File: src/common/issue_params.svh
`ifndef ISSUE_PARAMS_SVH
`define ISSUE_PARAMS_SVH

// Entries per issue queue
`define ISSUE_QUEUE_DEPTH 8

// Micro-ops per dispatch bundle
`define ISSUE_DISPATCH_W 2

// One queue and one result bus per functional-unit class
`define ISSUE_NUM_UNITS 2

`define ISSUE_DATA_W 32
`define ISSUE_MUL_LAT 3
`define ISSUE_TAG_W 5
`define ISSUE_SQN_W 6

// Width of a free-entry count, 0 to depth inclusive
`define ISSUE_CNT_W ($clog2(`ISSUE_QUEUE_DEPTH + 1))

`endif

File: src/common/issuePkg.sv
`include "issue_params.svh"

package issuePkg;

    // Enum value doubles as the queue index
    typedef enum logic [0:0] {
        FU_ALU = 1'b0,
        FU_MUL = 1'b1
    } FuType;

    typedef enum logic [1:0] {
        ADD = 2'd0,
        SUB = 2'd1,
        AND = 2'd2,
        XOR = 2'd3
    } AluOp;

    typedef logic [`ISSUE_SQN_W-1:0] SqN;

    // Tag 0 is the hardwired zero register
    typedef logic [`ISSUE_TAG_W-1:0] Tag;

    typedef struct packed {
        FuType       fu;
        AluOp        op;
        Tag          tagA;
        Tag          tagB;
        logic        availA;
        logic        availB;
        logic        useImm;
        logic [15:0] imm;
        Tag          tagDst;
        SqN          sqN;
    } MicroOp;

    // True when a is strictly younger than b, tolerant of wrap
    function automatic logic sqnYounger(SqN a, SqN b);
        logic signed [`ISSUE_SQN_W-1:0] diff;
        diff = a - b;
        return diff > 0;
    endfunction

endpackage

File: src/source/dispatchRouter.sv
`include "issue_params.svh"

module dispatchRouter
    import issuePkg::*;
(
    input  logic [`ISSUE_DISPATCH_W-1:0] dispatchValid,
    input  MicroOp                       dispatchUop [`ISSUE_DISPATCH_W],
    input  logic [`ISSUE_CNT_W-1:0]      freeCount [`ISSUE_NUM_UNITS],
    input  logic                         flushValid,
    output logic                         accept,
    output logic [`ISSUE_DISPATCH_W-1:0] enqValid [`ISSUE_NUM_UNITS]
);

    localparam int NU = `ISSUE_NUM_UNITS;
    localparam int DW = `ISSUE_DISPATCH_W;
    localparam int CNT_W = `ISSUE_CNT_W;

    logic [CNT_W-1:0] demand [NU];
    logic [NU-1:0]    fits;

    // Count bundle ops per unit and check each against its queue's room
    always_comb begin
        for (int u = 0; u < NU; u++) begin
            demand[u] = '0;
            for (int s = 0; s < DW; s++) begin
                if (dispatchValid[s] && int'(dispatchUop[s].fu) == u) begin
                    demand[u] = demand[u] + 1'b1;
                end
            end
            fits[u] = demand[u] <= freeCount[u];
        end
    end

    // Whole bundle or nothing
    assign accept = (&fits) && !flushValid;

    // Steer each slot to the queue named by its unit class
    always_comb begin
        for (int u = 0; u < NU; u++) begin
            for (int s = 0; s < DW; s++) begin
                enqValid[u][s] = accept && dispatchValid[s] && int'(dispatchUop[s].fu) == u;
            end
        end
    end

endmodule

File: config.mk
export PLATFORM = sky130hd
export DESIGN_NAME = dispatchRouter
export DESIGN_NICKNAME = d
export VERILOG_FILES = /design/src/common/issuePkg.sv /design/src/source/dispatchRouter.sv
export VERILOG_INCLUDE_DIRS = /design/src /design/src/common
export SDC_FILE = /design/constraint.sdc
export NUM_CORES = 1
export LEC_CHECK = 0
export BUFFER_PORTS_ARGS = -buffer_cell sky130_fd_sc_hd__buf_2
export CORE_MARGIN = 5
export CORE_UTILIZATION = 15
export DETAILED_ROUTE_END_ITERATION = 16
export PLACE_DENSITY = 0.86
export SLEW_MARGIN = 25
export SYNTH_ARGS = -nofsm -noshare
export SYNTH_HDL_FRONTEND = slang
export SYNTH_SLANG_ARGS = --single-unit
File: constraint.sdc
create_clock -name vclk -period 1.96
set_clock_uncertainty 0.05 [all_clocks]
set_input_delay 0.098 -clock vclk [all_inputs]
set_output_delay 0.098 -clock vclk [all_outputs]
set_load 0.005 [all_outputs]
## After elaboration in Yosys (flattened, before gate mapping)

Cells that the tools add are included.

- Bits of input ports: 97
- Output and inout port bits: 5
- Flip-flop bits (word level): 0
- Word-level logic and storage cells: 23

- Bitwise operators: 2
- Reductions and logical operators: 13
- Muxes and demuxes: 4
- Add/subtract/negate cells: 2
- $lt $le $gt $ge: 2

Operators with widths:

| operator | count |
|---|---|
| logical AND 1 bit | 11 |
| adder 4 x 1 -> 4 bit, second input constant | 2 |
| <= comparator 4 bit | 2 |
| 2-to-1 mux 4 bit | 2 |
| 2-to-1 mux 1 bit | 2 |
| NOT 1 bit | 2 |
| AND reduction 2 bit | 1 |
| zero test 1 bit | 1 |

## Depth between registers and ports, before layout

- Word-level depth: 10
- Gate-level depth with buffers: 7
- Mapped depth without buffers: 7

## Least setup slack after synthesis

OpenSTA, ideal clock, no wires.

- Path kind: in2out
- From: input port dispatchValid[0]
- To: output port accept
- Required time: 1.812 ns
- Setup slack: 0.517 ns
- Stages: 7
- Buffers on the path: 0
- Arrival: 1.295 ns
- Path through: nor2b_1 -> ha_1 -> inv_1 -> ha_1 -> a211oi_1 -> o21a_4 -> nor3_1

- Word-level cells in the longest chain between the ends: 7
- Elaborated cells on any way between the ends: 12
- Those cells by class: add/sub: 2; order compare: 2; mux: 4; reduce/logical: 4

RTL lines:

| element | RTL line | RTL |
|---|---|---|
| start, declared | dispatchRouter.sv:6 | `` input logic [`ISSUE_DISPATCH_W-1:0] dispatchValid, `` |
| logical AND 1 bit | dispatchRouter.sv:26 | `if (dispatchValid[s] && int'(dispatchUop[s].fu) == u) begin` |
| 2-to-1 mux 1 bit | dispatchRouter.sv:26 |  |
| adder 4 x 1 -> 4 bit | dispatchRouter.sv:27 | `demand[u] = demand[u] + 1'b1;` |
| 2-to-1 mux 4 bit | dispatchRouter.sv:26 |  |
| <= comparator 4 bit | dispatchRouter.sv:30 | `fits[u] = demand[u] <= freeCount[u];` |
| AND reduction 2 bit (*) | dispatchRouter.sv:35 | `assign accept = (&fits) && !flushValid;` |
| logical AND 1 bit (*) | dispatchRouter.sv:35 |  |
| end, declared | dispatchRouter.sv:10 | `output logic accept,` |

Every way passes the cells marked *; elsewhere a longest branch is shown, timed or not.

==> results.ini <==
[status]
outcome=completed

[layout]
seq_cell_count=0
final_nets=148
antenna_cells=0
seqCellArea_um2=0
drive_gt1_frac=0.5581
syn2layout_area_growth_pct=47.57
clkbuf_count=0

[clock_network]
holdBufCountCts=0
cts-resized-gates=0
post_cts_buffers=0

[timing]
hold_violations=0
relSlewSlack=0.8239
rsz0062_at_grt=false
period_minus_slack_ns=1.742
fin_crit_sh=0.8887
drv_slew=0
tightest_slew_ns=0.2625
setup_tns_ns=0
setup_viol=0
max_freq_mhz=574.1

[synth]
syn_area_um2=231.5
synth_top_cell_by_area=ha_1
synth_top_area_share=0.3243
synth_commonest_cells=ha_1, inv_1, nor2b_1, nor4b_2
synth.avg_cell_area_um2=9.259
yosysWarnings=0
synthCells=25
yosysMostFrequentCell=ha_1
synth_fp_nets=128
ys_seq_area_frac=0
ys_types=9
synth.area.top_cells=ha_1, nor4b_2, nor2b_1

[critical_path]
arrival_ns=1.59
cp_max_fo=5
crit_start=dispatchUop[85]
cp_top_family=adder cells
cp-start-kind=input pin
cp.required_ns=1.81
slowest_stage=ha_1
slowest_delay_ns=0.27
critPathKind=in -> out
critPathBufInv=3
worstSetupEndpointType=output port
path_cells=buf_2 > and2_1 > ha_1 > inv_1 > ha_1 > a211oi_1 > o21a_2 > nor4b_2 > buf_2

[die]
initial_core_util=0.1555
io_pins=102
row_count=14
die_h_um=49.28
core_area_mm2=0.001489
dieArea_mm2=0.002429
die_w_um=49.28

[grt]
antenna_found_initial=0
grt-ovfl-total=0
grt.total_usage=0.04845
grt_pass1_vias=263
grt_max_degree=6
grt_pass1_wl_um=1055

[min_path]
hold_path.startpoint=flushValid
holdPathStages=3
min_to=enqValid[1]
min_path_type=in -> out

[drt]
dr.first_iter.drc_count=1
dr.pass1.iters=4
wl_um=536
wl_per_cell_um=9.085
ant_nets=0
drcViolationCount=0
avgViaCountPerCell=4.034
vias=238

[pwr]
power.leakage_uw=0.0001826
powerDensity_mw_per_mm2=162.9
switching_power_uw=24.94
swShare=0.4480
comb_power_share=1.000
clkPwrFrac=0
power_uw=55.66
p_int_uw=30.72
p_seq_frac=0
vdd_drop_max_mv=0.05005

[placement]
gp_congestion=0.6415
port_buffers=18
hpwl_um=505.5

[run]
cap_viol_max_count=0

cell usage in the layout (no fill, tap or decap), drive strengths merged:
cell type	netlist	routed
a211oi	2	2
and2	2	2
buf	0	18
ha	6	6
inv	4	4
nor2b	4	4
nor3	1	1
nor4b	4	4
o21a	2	2
worst max-delay path by stage:
stage               cells past startpoint  slack, ns          end
finish                                  9       0.22  enqValid[0]
CTS                                     9       0.20  enqValid[0]
floorplan                               7       0.52       accept
global placement                        8       0.25  enqValid[0]
global route                            9       0.09  enqValid[0]
detailed placement                      9       0.20  enqValid[0]
power by group through the flow:
stage	logic [µW]	registers, µW	clock network (µW)
after floorplan	31.7	0	0
after global placement	53.8	0	0
after detailed placement	56.5	0	0
after CTS	57.1	0	0
after global routing	65.6	0	0
final	55.7	0	0
worst min-delay path, cell delays in order:
cell	delay (ns)
buf_2	0.15
nor4b_2	0.06
buf_2	0.12
kinds of logic after synthesis:
family,Yosys count,synth area share
simple gates,11,0.4432
fa+ha+maj,6,0.3243
compound gates,4,0.1675
buf+inv,4,0.06485
stage by stage:
step                utilization  std cells  area, µm²  setup slack (ns)  hold WS, ns
finish                   0.2294         59      341.6            0.2181       0.4782
global route             0.2294         59      341.6           0.08626       0.5031
CTS                      0.2294         59      341.6            0.1990       0.4807
detailed placement       0.2294         59      341.6            0.2012       0.4807
global placement         0.2294         59      341.6            0.2484       0.4730
floorplan                     -         25      231.5            0.5172       0.1702
layer usage:
layer  vias to the layer above  track usage  share of wire
met5                         -            0              0
met4                         0            0              0
met3                         0     0.003058          0.075
met2                         8      0.09013           0.54
met1                       102      0.06341           0.38
li1                        128            -              -
area by class of cell:
class / count / area, µm²
inverters: 4 / 15.01
fillers: 159 / 1147
well taps: 16 / 20.02
multi-input cells: 21 / 216.5
repair buffers: 18 / 90.09
No activity file was read; power rests on OpenSTA's default activity.
