### src/common/issue_params.svh
`ifndef ISSUE_PARAMS_SVH
`define ISSUE_PARAMS_SVH

// Entries per issue queue
`define ISSUE_QUEUE_DEPTH 8

// Micro-ops per dispatch bundle
`define ISSUE_DISPATCH_W 2

// One queue and one result bus per functional-unit class
`define ISSUE_NUM_UNITS 2

`define ISSUE_DATA_W 32
`define ISSUE_MUL_LAT 3
`define ISSUE_TAG_W 5
`define ISSUE_SQN_W 6

// Width of a free-entry count, 0 to depth inclusive
`define ISSUE_CNT_W ($clog2(`ISSUE_QUEUE_DEPTH + 1))

`endif

### src/common/issuePkg.sv
`include "issue_params.svh"

package issuePkg;

    // Enum value doubles as the queue index
    typedef enum logic [0:0] {
        FU_ALU = 1'b0,
        FU_MUL = 1'b1
    } FuType;

    typedef enum logic [1:0] {
        ADD = 2'd0,
        SUB = 2'd1,
        AND = 2'd2,
        XOR = 2'd3
    } AluOp;

    typedef logic [`ISSUE_SQN_W-1:0] SqN;

    // Tag 0 is the hardwired zero register
    typedef logic [`ISSUE_TAG_W-1:0] Tag;

    typedef struct packed {
        FuType       fu;
        AluOp        op;
        Tag          tagA;
        Tag          tagB;
        logic        availA;
        logic        availB;
        logic        useImm;
        logic [15:0] imm;
        Tag          tagDst;
        SqN          sqN;
    } MicroOp;

    // True when a is strictly younger than b, tolerant of wrap
    function automatic logic sqnYounger(SqN a, SqN b);
        logic signed [`ISSUE_SQN_W-1:0] diff;
        diff = a - b;
        return diff > 0;
    endfunction

endpackage

### src/issueQueue/issueQueue.sv
`include "issue_params.svh"

module issueQueue
    import issuePkg::*;
#(
    parameter FuType UNIT_FU = FU_ALU
) (
    input  logic                         clk,
    input  logic                         rst,
    input  logic [`ISSUE_DISPATCH_W-1:0] enqValid,
    input  MicroOp                       enqUop [`ISSUE_DISPATCH_W],
    input  logic [`ISSUE_NUM_UNITS-1:0]  resultValid,
    input  Tag                           resultTag [`ISSUE_NUM_UNITS],
    input  logic                         flushValid,
    input  SqN                           flushSqN,
    output logic [`ISSUE_CNT_W-1:0]      freeCount,
    output logic                         issueValid,
    output MicroOp                       issueUop
);

    localparam int DEPTH = `ISSUE_QUEUE_DEPTH;
    localparam int DW = `ISSUE_DISPATCH_W;
    localparam int NU = `ISSUE_NUM_UNITS;
    localparam int CNT_W = `ISSUE_CNT_W;
    localparam int IDX_W = $clog2(DEPTH);

    // Index order is age order, entries [0, count) are occupied
    MicroOp           entries [DEPTH];
    logic [CNT_W-1:0] count;

    MicroOp           woken [DEPTH];
    logic [DEPTH-1:0] ready;
    logic             selFound;
    logic [IDX_W-1:0] selIdx;
    logic             issueFire;
    MicroOp           nextEntries [DEPTH];
    logic [CNT_W-1:0] nextCount;

    function automatic logic tagWoken(Tag t);
        logic hit;
        hit = 1'b0;
        for (int b = 0; b < NU; b++) begin
            if (resultValid[b] && resultTag[b] == t) begin
                hit = 1'b1;
            end
        end
        return hit;
    endfunction

    // Fold this cycle's broadcasts into every entry
    always_comb begin
        for (int i = 0; i < DEPTH; i++) begin
            woken[i] = entries[i];
            woken[i].availA = entries[i].availA | tagWoken(entries[i].tagA);
            woken[i].availB = entries[i].availB | tagWoken(entries[i].tagB);
            ready[i] = (i < count) && woken[i].availA && woken[i].availB;
        end
    end

    // Oldest ready entry wins
    always_comb begin
        selFound = 1'b0;
        selIdx = '0;
        for (int i = DEPTH - 1; i >= 0; i--) begin
            if (ready[i]) begin
                selFound = 1'b1;
                selIdx = IDX_W'(i);
            end
        end
    end

    assign issueFire = selFound && !flushValid;

    always_comb begin
        logic [CNT_W-1:0] fill;
        MicroOp           incoming;
        nextEntries = woken;
        fill = count;
        incoming = '0;
        if (flushValid) begin
            // Keep the prefix up to the first younger entry
            for (int i = DEPTH - 1; i >= 0; i--) begin
                if (i < count && sqnYounger(entries[i].sqN, flushSqN)) begin
                    fill = CNT_W'(i);
                end
            end
        end else begin
            if (issueFire) begin
                for (int i = 0; i < DEPTH - 1; i++) begin
                    if (i >= selIdx) begin
                        nextEntries[i] = woken[i + 1];
                    end
                end
                fill = count - 1'b1;
            end
            // New ops land behind the compacted tail
            for (int s = 0; s < DW; s++) begin
                if (enqValid[s] && enqUop[s].fu == UNIT_FU && fill < DEPTH) begin
                    incoming = enqUop[s];
                    incoming.availA = enqUop[s].availA || enqUop[s].tagA == '0
                                      || tagWoken(enqUop[s].tagA);
                    incoming.availB = enqUop[s].availB || enqUop[s].tagB == '0
                                      || tagWoken(enqUop[s].tagB);
                    nextEntries[fill[IDX_W-1:0]] = incoming;
                    fill = fill + 1'b1;
                end
            end
        end
        nextCount = fill;
    end

    always_ff @(posedge clk) begin
        entries <= nextEntries;
        issueUop <= woken[selIdx];
        if (rst) begin
            count <= '0;
            issueValid <= 1'b0;
        end else begin
            count <= nextCount;
            issueValid <= issueFire;
        end
    end

    assign freeCount = CNT_W'(DEPTH) - count;

endmodule

### config.mk
export PLATFORM = sky130hd
export DESIGN_NAME = issueQueue
export DESIGN_NICKNAME = d
export VERILOG_FILES = /design/src/common/issuePkg.sv /design/src/issueQueue/issueQueue.sv
export VERILOG_INCLUDE_DIRS = /design/src /design/src/common
export SDC_FILE = /design/constraint.sdc
export NUM_CORES = 2
export LEC_CHECK = 0
export BUFFER_PORTS_ARGS = -buffer_cell sky130_fd_sc_hd__buf_2
export CORE_MARGIN = 2
export CORE_UTILIZATION = 60
export CTS_CLUSTER_DIAMETER = 30
export DETAILED_ROUTE_END_ITERATION = 6
export PLACE_DENSITY = 0.83
export SYNTH_ARGS = -nofsm -noshare
export SYNTH_HDL_FRONTEND = slang
export SYNTH_SLANG_ARGS = --single-unit
### constraint.sdc
create_clock -name clk -period 21 [get_ports clk]
set_clock_uncertainty 0.1 [all_clocks]
set_input_delay 2.1 -clock clk [delete_from_list [all_inputs] [get_ports clk]]
set_output_delay 2.1 -clock clk [all_outputs]
set_load 0.05 [all_outputs]
# --- Word level (Yosys, flattened, before mapping) ---
# Index checks and enable logic that the tools add are counted.
classes:
  addsub: 12
  mul: 0
  div: 0
  magnitude_cmp: 30
  eq_ne: 41
  n_shift: 0
  muxes: 100
  bitwise: 21
  reduce_logical: 84
op_table:
  columns: ["cell", "count"]
  rows:
  - ["$mux W344", 3]
  - ["$bwmux W344", 2]
  - ["$mux W301", 2]
  - ["$mux W43", 11]
  - ["$mux W331", 1]
  - ["$demux W43 S3", 2]
  - ["$eq A5 B5 Y1", 40]
  - ["$bmux W43 S3", 1]
  - ["$logic_and A1 B1 Y1", 71]
  - ["$mux W1", 56]
  - ["$mux W4", 14]
  - ["$gt A6 B1 Y1 const B", 8]
  - ["$sub A6 B6 Y6", 8]
  - ["$mux W3", 8]
  - ["$logic_not A5 Y1", 4]
  - ["$lt A3 B4 Y1 const A", 4]
  - ["$or A1 B1 Y1", 16]
  - ["$ge A4 B4 Y1 const B", 3]
  - ["$not A3 Y4", 3]
  - ["$ge A3 B3 Y1 const A", 3]
  - ["$ne A9 B1 Y1 const B", 1]
  - ["$add A4 B1 Y4 const B", 2]
  - ["$logic_or A1 B1 Y1", 8]
  - ["$lt A1 B4 Y1 const A", 2]
  - ["other kinds (9)", 15]
word_totals:
  reg_bits: 392
  latchBits: 0
  ram_bits: 0
  mem_bits_ro: 0
  in_bits: 109
  output_inout_bits: 48
  wordCells: 380
  n_memories: 0

# --- Longest topological paths before layout ---
depth:
  word_depth: 30
  mapped_depth: 23
  depth_no_buf: 16

# --- Least setup slack after synthesis ---
# OpenSTA, ideal clock, no wires.
synth_timing:
  kind: "input-to-reg"
  from: "input port flushValid"
  to: "register count[1]"
  setup_ns: 0.110
  t_arrival_ns: 13.070
  required_ns: 20.790
  slack_ns: 7.721
  cell_stages: 4
  n_path_buf: 1
  cell_sequence: "clkinv_1 -> clkbuf_1 -> o311ai_0 -> a21oi_1"
synth_between:
  elab_chain_cells: 12
  elab_cells_between_ends: 15
  cone_classes: "add/sub: 2; order compare: 2; eq/ne: 1; mux: 6; reduce/logical: 4"
synth_rtl:
  columns: ["element", "line", "rtl"]
  rows:
  - ["from (decl)", "issueQueue.sv:14", "input logic flushValid,"]
  - ["$logic_not A1 Y1", "issueQueue.sv:72", "assign issueFire = selFound && !flushValid;"]
  - ["$logic_and A1 B1 Y1", "issueQueue.sv:72", null]
  - ["$mux W4", "issueQueue.sv:88", "if (issueFire) begin"]
  - ["$mux W4", "issueQueue.sv:80", "if (flushValid) begin"]
  - ["$lt A4 B4 Y1", "issueQueue.sv:98", "if (enqValid[s] && enqUop[s].fu == UNIT_FU && fill < DEPTH) begin"]
  - ["$logic_and A1 B1 Y1", "issueQueue.sv:98", null]
  - ["$mux W4", "issueQueue.sv:98", null]
  - ["$mux W4", "issueQueue.sv:80", null]
  - ["$lt A4 B4 Y1", "issueQueue.sv:98", null]
  - ["$logic_and A1 B1 Y1", "issueQueue.sv:98", null]
  - ["$mux W4", "issueQueue.sv:98", null]
  - ["$mux W4", "issueQueue.sv:80", null]
  - ["to (signal assigned)", "issueQueue.sv:119", "count <= nextCount;"]
  - ["to (decl)", "issueQueue.sv:29", "logic [CNT_W-1:0] count;"]
# Several ways; a longest one is shown, not always the timed one. The select of a mux whose other input is x is not followed.
# A chain may end at the register's enable or synchronous reset.

# --- Final worst setup path ---
layout_timing:
  from: "input port resultTag[6] (netlist bit)"
  to: "register entries[134] (netlist bit), data pin"
layout_between:
  elab_chain_cells: 29
  elab_cells_between_ends: 143
  cone_classes: "add/sub: 1; order compare: 7; eq/ne: 16; mux: 64; bitwise: 18; reduce/logical: 37"
layout_rtl:
  columns: ["element", "line", "rtl"]
  rows:
  - ["from (decl)", "issueQueue.sv:13", "input Tag resultTag [`ISSUE_NUM_UNITS],"]
  - ["$eq A5 B5 Y1", "issueQueue.sv:43", "if (resultValid[b] && resultTag[b] == t) begin"]
  - ["$logic_and A1 B1 Y1", "issueQueue.sv:43", null]
  - ["$mux W1 (2 in series)", "issueQueue.sv:43", null]
  - ["$or A1 B1 Y1", "issueQueue.sv:54", "woken[i].availA = entries[i].availA | tagWoken(entries[i].tagA);"]
  - ["$logic_and A1 B1 Y1 (2 in series)", "issueQueue.sv:56", "ready[i] = (i < count) && woken[i].availA && woken[i].availB;"]
  - ["$mux W1 (8 in series)", "issueQueue.sv:65", "if (ready[i]) begin"]
  - ["$logic_and A1 B1 Y1", "issueQueue.sv:72", null]
  - ["$mux W4", "issueQueue.sv:88", null]
  - ["(+4 left out)", null, null]
  - ["$mux W4", "issueQueue.sv:80", null]
  - ["$not A3 Y4 (not written as such)", "issueQueue.sv:104", "nextEntries[fill[IDX_W-1:0]] = incoming;"]
  - ["$ge A4 B4 Y1 (not written as such) or $lt A4 B1 Y1 (tied branches)", "issueQueue.sv:104", null]
  - ["$logic_and A1 B1 Y1 (not written as such)", "issueQueue.sv:104", null]
  - ["$mux W43 (not written as such)", "issueQueue.sv:104", null]
  - ["$demux W43 S3", "issueQueue.sv:104", null]
  - ["$bwmux W344", "issueQueue.sv:104", null]
  - ["$mux W344 (*)", "issueQueue.sv:98", null]
  - ["to (signal assigned)", "issueQueue.sv:113", "entries <= nextEntries;"]
  - ["to (decl)", "issueQueue.sv:28", "MicroOp entries [DEPTH];"]
# Mark *: on every way between the ends. The rest lies on a longest branch, timed or not. The select of a mux whose other input is x is not followed.

==> results.json <==
{
  "p_sw_mw": 3.50,
  "hold_viol_final": 0,
  "tns_ps": 0,
  "cp-end-kind": "register",
  "fill_cells": 3544,
  "cts.clk_slew.worst_paths_ps": 40,
  "area_growth_pct": 13.6,
  "avgViaCountPerCell": 7.42,
  "p_int_mw": 4.32,
  "pwr-share-clk": 0.203,
  "insertion_delay_ps": 660,
  "synth_top_area_frac": 0.310,
  "ys_seq_area_frac": 0.351,
  "hold_path_class": "reg -> reg",
  "relSlewSlack": 0.198,
  "antenna_found_initial": 15,
  "die_x_um": 234,
  "worstPathCellList": "buf_2 -> xnor2_1 -> and2_0 -> a221oi_2 -> a221o_4 -> o31ai_4 -> o41ai_4 -> buf_4 -> mux2i_1 -> ha_1 -> nand2_1 -> mux2i_1 -> xnor2_1 -> a2111oi_0 -> mux2i_1 -> and2_4 -> buf_4 -> and3_2 -> buf_4 -> o21ai_0",
  "synth_fp_nets": 3099,
  "worst_setup_path_start_kind": "input pin",
  "cp_max_fo": 81,
  "ir_drop_mv": 0.193,
  "cpPeakStageDelay_ps": 950,
  "postLayoutCoreUtil": 0.687,
  "report.final.slew_viol_count": 0,
  "rsz0062_at_grt": "no",
  "drv_cap": 0,
  "synthDistinctLibCells": 84,
  "dieHeight_um": 234,
  "combPwrFrac": 0.566,
  "hpwl_um": 63900,
  "fmax_mhz": 108,
  "cts_setup_buffers": 0,
  "yosysMostFrequentCell": "mux2i_1",
  "fin_hold_ws_ps": 538,
  "setup_viol": 0,
  "fin_ws_ps": 11730,
  "power.leakage_nw": 14.0,
  "fin_crit_sh": 0.441,
  "overflow": 0,
  "postSynthAreaPerCell_um2": 10.8,
  "synth.largest_area_cell": "edfxtp_1",
  "gp_congestion": 0.956,
  "start_util": 0.605,
  "cts.sinks": 392,
  "wl_per_cell_um": 30.0,
  "async_reset_ff_frac": 0,
  "cts_root_buf": "clkbuf_16",
  "grt_start_max_net_pins": 110,
  "drt_first_iter_violations": 3903,
  "failed_checks": "DRC",
  "worstSetupPathType": "in -> reg",
  "wirelength_um": 112000,
  "ios": 157,
  "drc": 4,
  "synth_edf_count": 328,
  "critPathBufInv": 4,
  "syn_inst": 2938,
  "htreeDepth": 3,
  "yosysWarnings": 0,
  "synth_commonest_cells": "mux2i_1, mux2_2, edfxtp_1, nand4_1, xor2_1",
  "synth-main-ff-cell": "edfxtp_1",
  "cts_tree": "built",
  "synth-seq-cells": 392,
  "grt_pass1_vias": 28000,
  "io_buffers": 156,
  "post_cts_resized": 0,
  "p_sw_frac": 0.447,
  "power_frac_seq": 0.231,
  "dr.pass1.iters": 7,
  "status": "finished with violations",
  "core_area_um2": 52400,
  "timing.critical_path.required_ps": 21250,
  "crit_family": "buffers and inverters",
  "synth_area_um2": 31700,
  "die-area_um2": 54700,
  "p_total_mw": 7.82,
  "grt_first_pass_wirelength_um": 167000,
  "grt.total_usage": 0.402,
  "pre_cts_ws_ps": 11410,
  "synthTopCellsByArea": "edfxtp_1, mux2_2, mux2i_1",
  "finalNetCount": 3118,
  "hold_buffers": 0,
  "tightest_slew_ps": 1200,
  "critPathArrivalTime_ps": 9520,
  "drive_gt1_frac": 0.280,
  "clockBufferDepth": 3,
  "rows": 84,
  "fin_crit_ps": 9270,
  "critPathSlowestCell": "buf_4",
  "cts_buffers": 99,
  "vias": 27800,
  "final_antenna_net_count": 0,
  "power_density_nw_per_um2": 217
}
==> through the flow <==
| stage | instance area, µm² | cells |
|---|---|---|
| after floorplan | 31700 | 2938 |
| after global placement | 32500 | 3543 |
| after detailed placement | 32500 | 3543 |
| after CTS | 36000 | 3730 |
| after global routing | 36000 | 3738 |
| final | 36100 | 3743 |
==> final timing paths <==
kind | slack, ps | cells past startpoint | endpoint | start
setup / recovery | 11730 | 20 | entries[134] | resultTag[6]
hold / removal | 540 | 1 | entries[42] | entries[42]
setup reg to reg | 12980 | 19 | entries[134] | count[0]
hold reg to reg | 540 | 1 | entries[42] | entries[42]
==> power groups by stage <==
stage | combinational [mW] | sequential (mW) | clock, mW
after global placement | 4.07 | 1.77 | 0
after floorplan | 3.06 | 1.80 | 0
final | 4.42 | 1.81 | 1.59
after global routing | 4.60 | 1.83 | 1.63
after CTS | 4.28 | 1.78 | 1.58
after detailed placement | 4.22 | 1.79 | 0
==> sequential cells by signal, summed over array words and instances, names as in the netlist <==
signal      cells
count           4
issueValid      1
issueUop       43
entries       344
==> cells by family (layout without fill, tap and decap cells) <==
kind of cell	Yosys count	in the layout	synth area share
buffers and inverters	326	431	0.0483
muxes	962	962	0.324
AOI/OAI and AO/OA	425	425	0.0906
and+or+nand+nor	545	545	0.0988
other	0	12	0
adders and majority gates	52	52	0.0224
DFF	392	392	0.351
xor gates and xnor gates	236	236	0.0652
==> cells in the final DEF, fill, tap and decap left out, types with 41 or more instances in the layout <==
master / netlist / final
clkbuf_16: 0 / 101
xor2_1: 174 / 174
mux2i_1: 446 / 445
and2_1: 52 / 51
edfxtp_1: 328 / 328
buf_2: 87 / 156
o21ai_0: 158 / 157
xnor2_1: 62 / 62
nor4_1: 47 / 47
mux2_2: 432 / 432
ha_1: 44 / 44
dfxtp_1: 64 / 64
mux2_1: 83 / 83
a221oi_1: 53 / 53
o31ai_1: 47 / 46
inv_1: 41 / 41
nand4_1: 201 / 201
buf_4: 15 / 43
nor2_1: 78 / 75
==> area by class of cell <==
class / instances / area, µm² / area share
tap: 688 / 861 / 0.0239
clock inverter: 62 / 748 / 0.0208
clock buffer: 125 / 2720 / 0.0754
timing repair buffer: 200 / 1130 / 0.0314
antenna: 12 / 30.0 / 0.000833
multi-input combinational: 2220 / 19300 / 0.534
inverter: 44 / 173 / 0.00479
sequential: 392 / 11100 / 0.309
==> per-layer routing <==
layer,GRT usage,vias to the layer above,wire length [µm]
met5,0,-,47
met4,0.287,8,8660
met3,0.108,731,14900
met2,0.616,2474,49400
met1,0.492,13200,39400
li1,-,11300,-
Power figures use the tool's default switching activity.
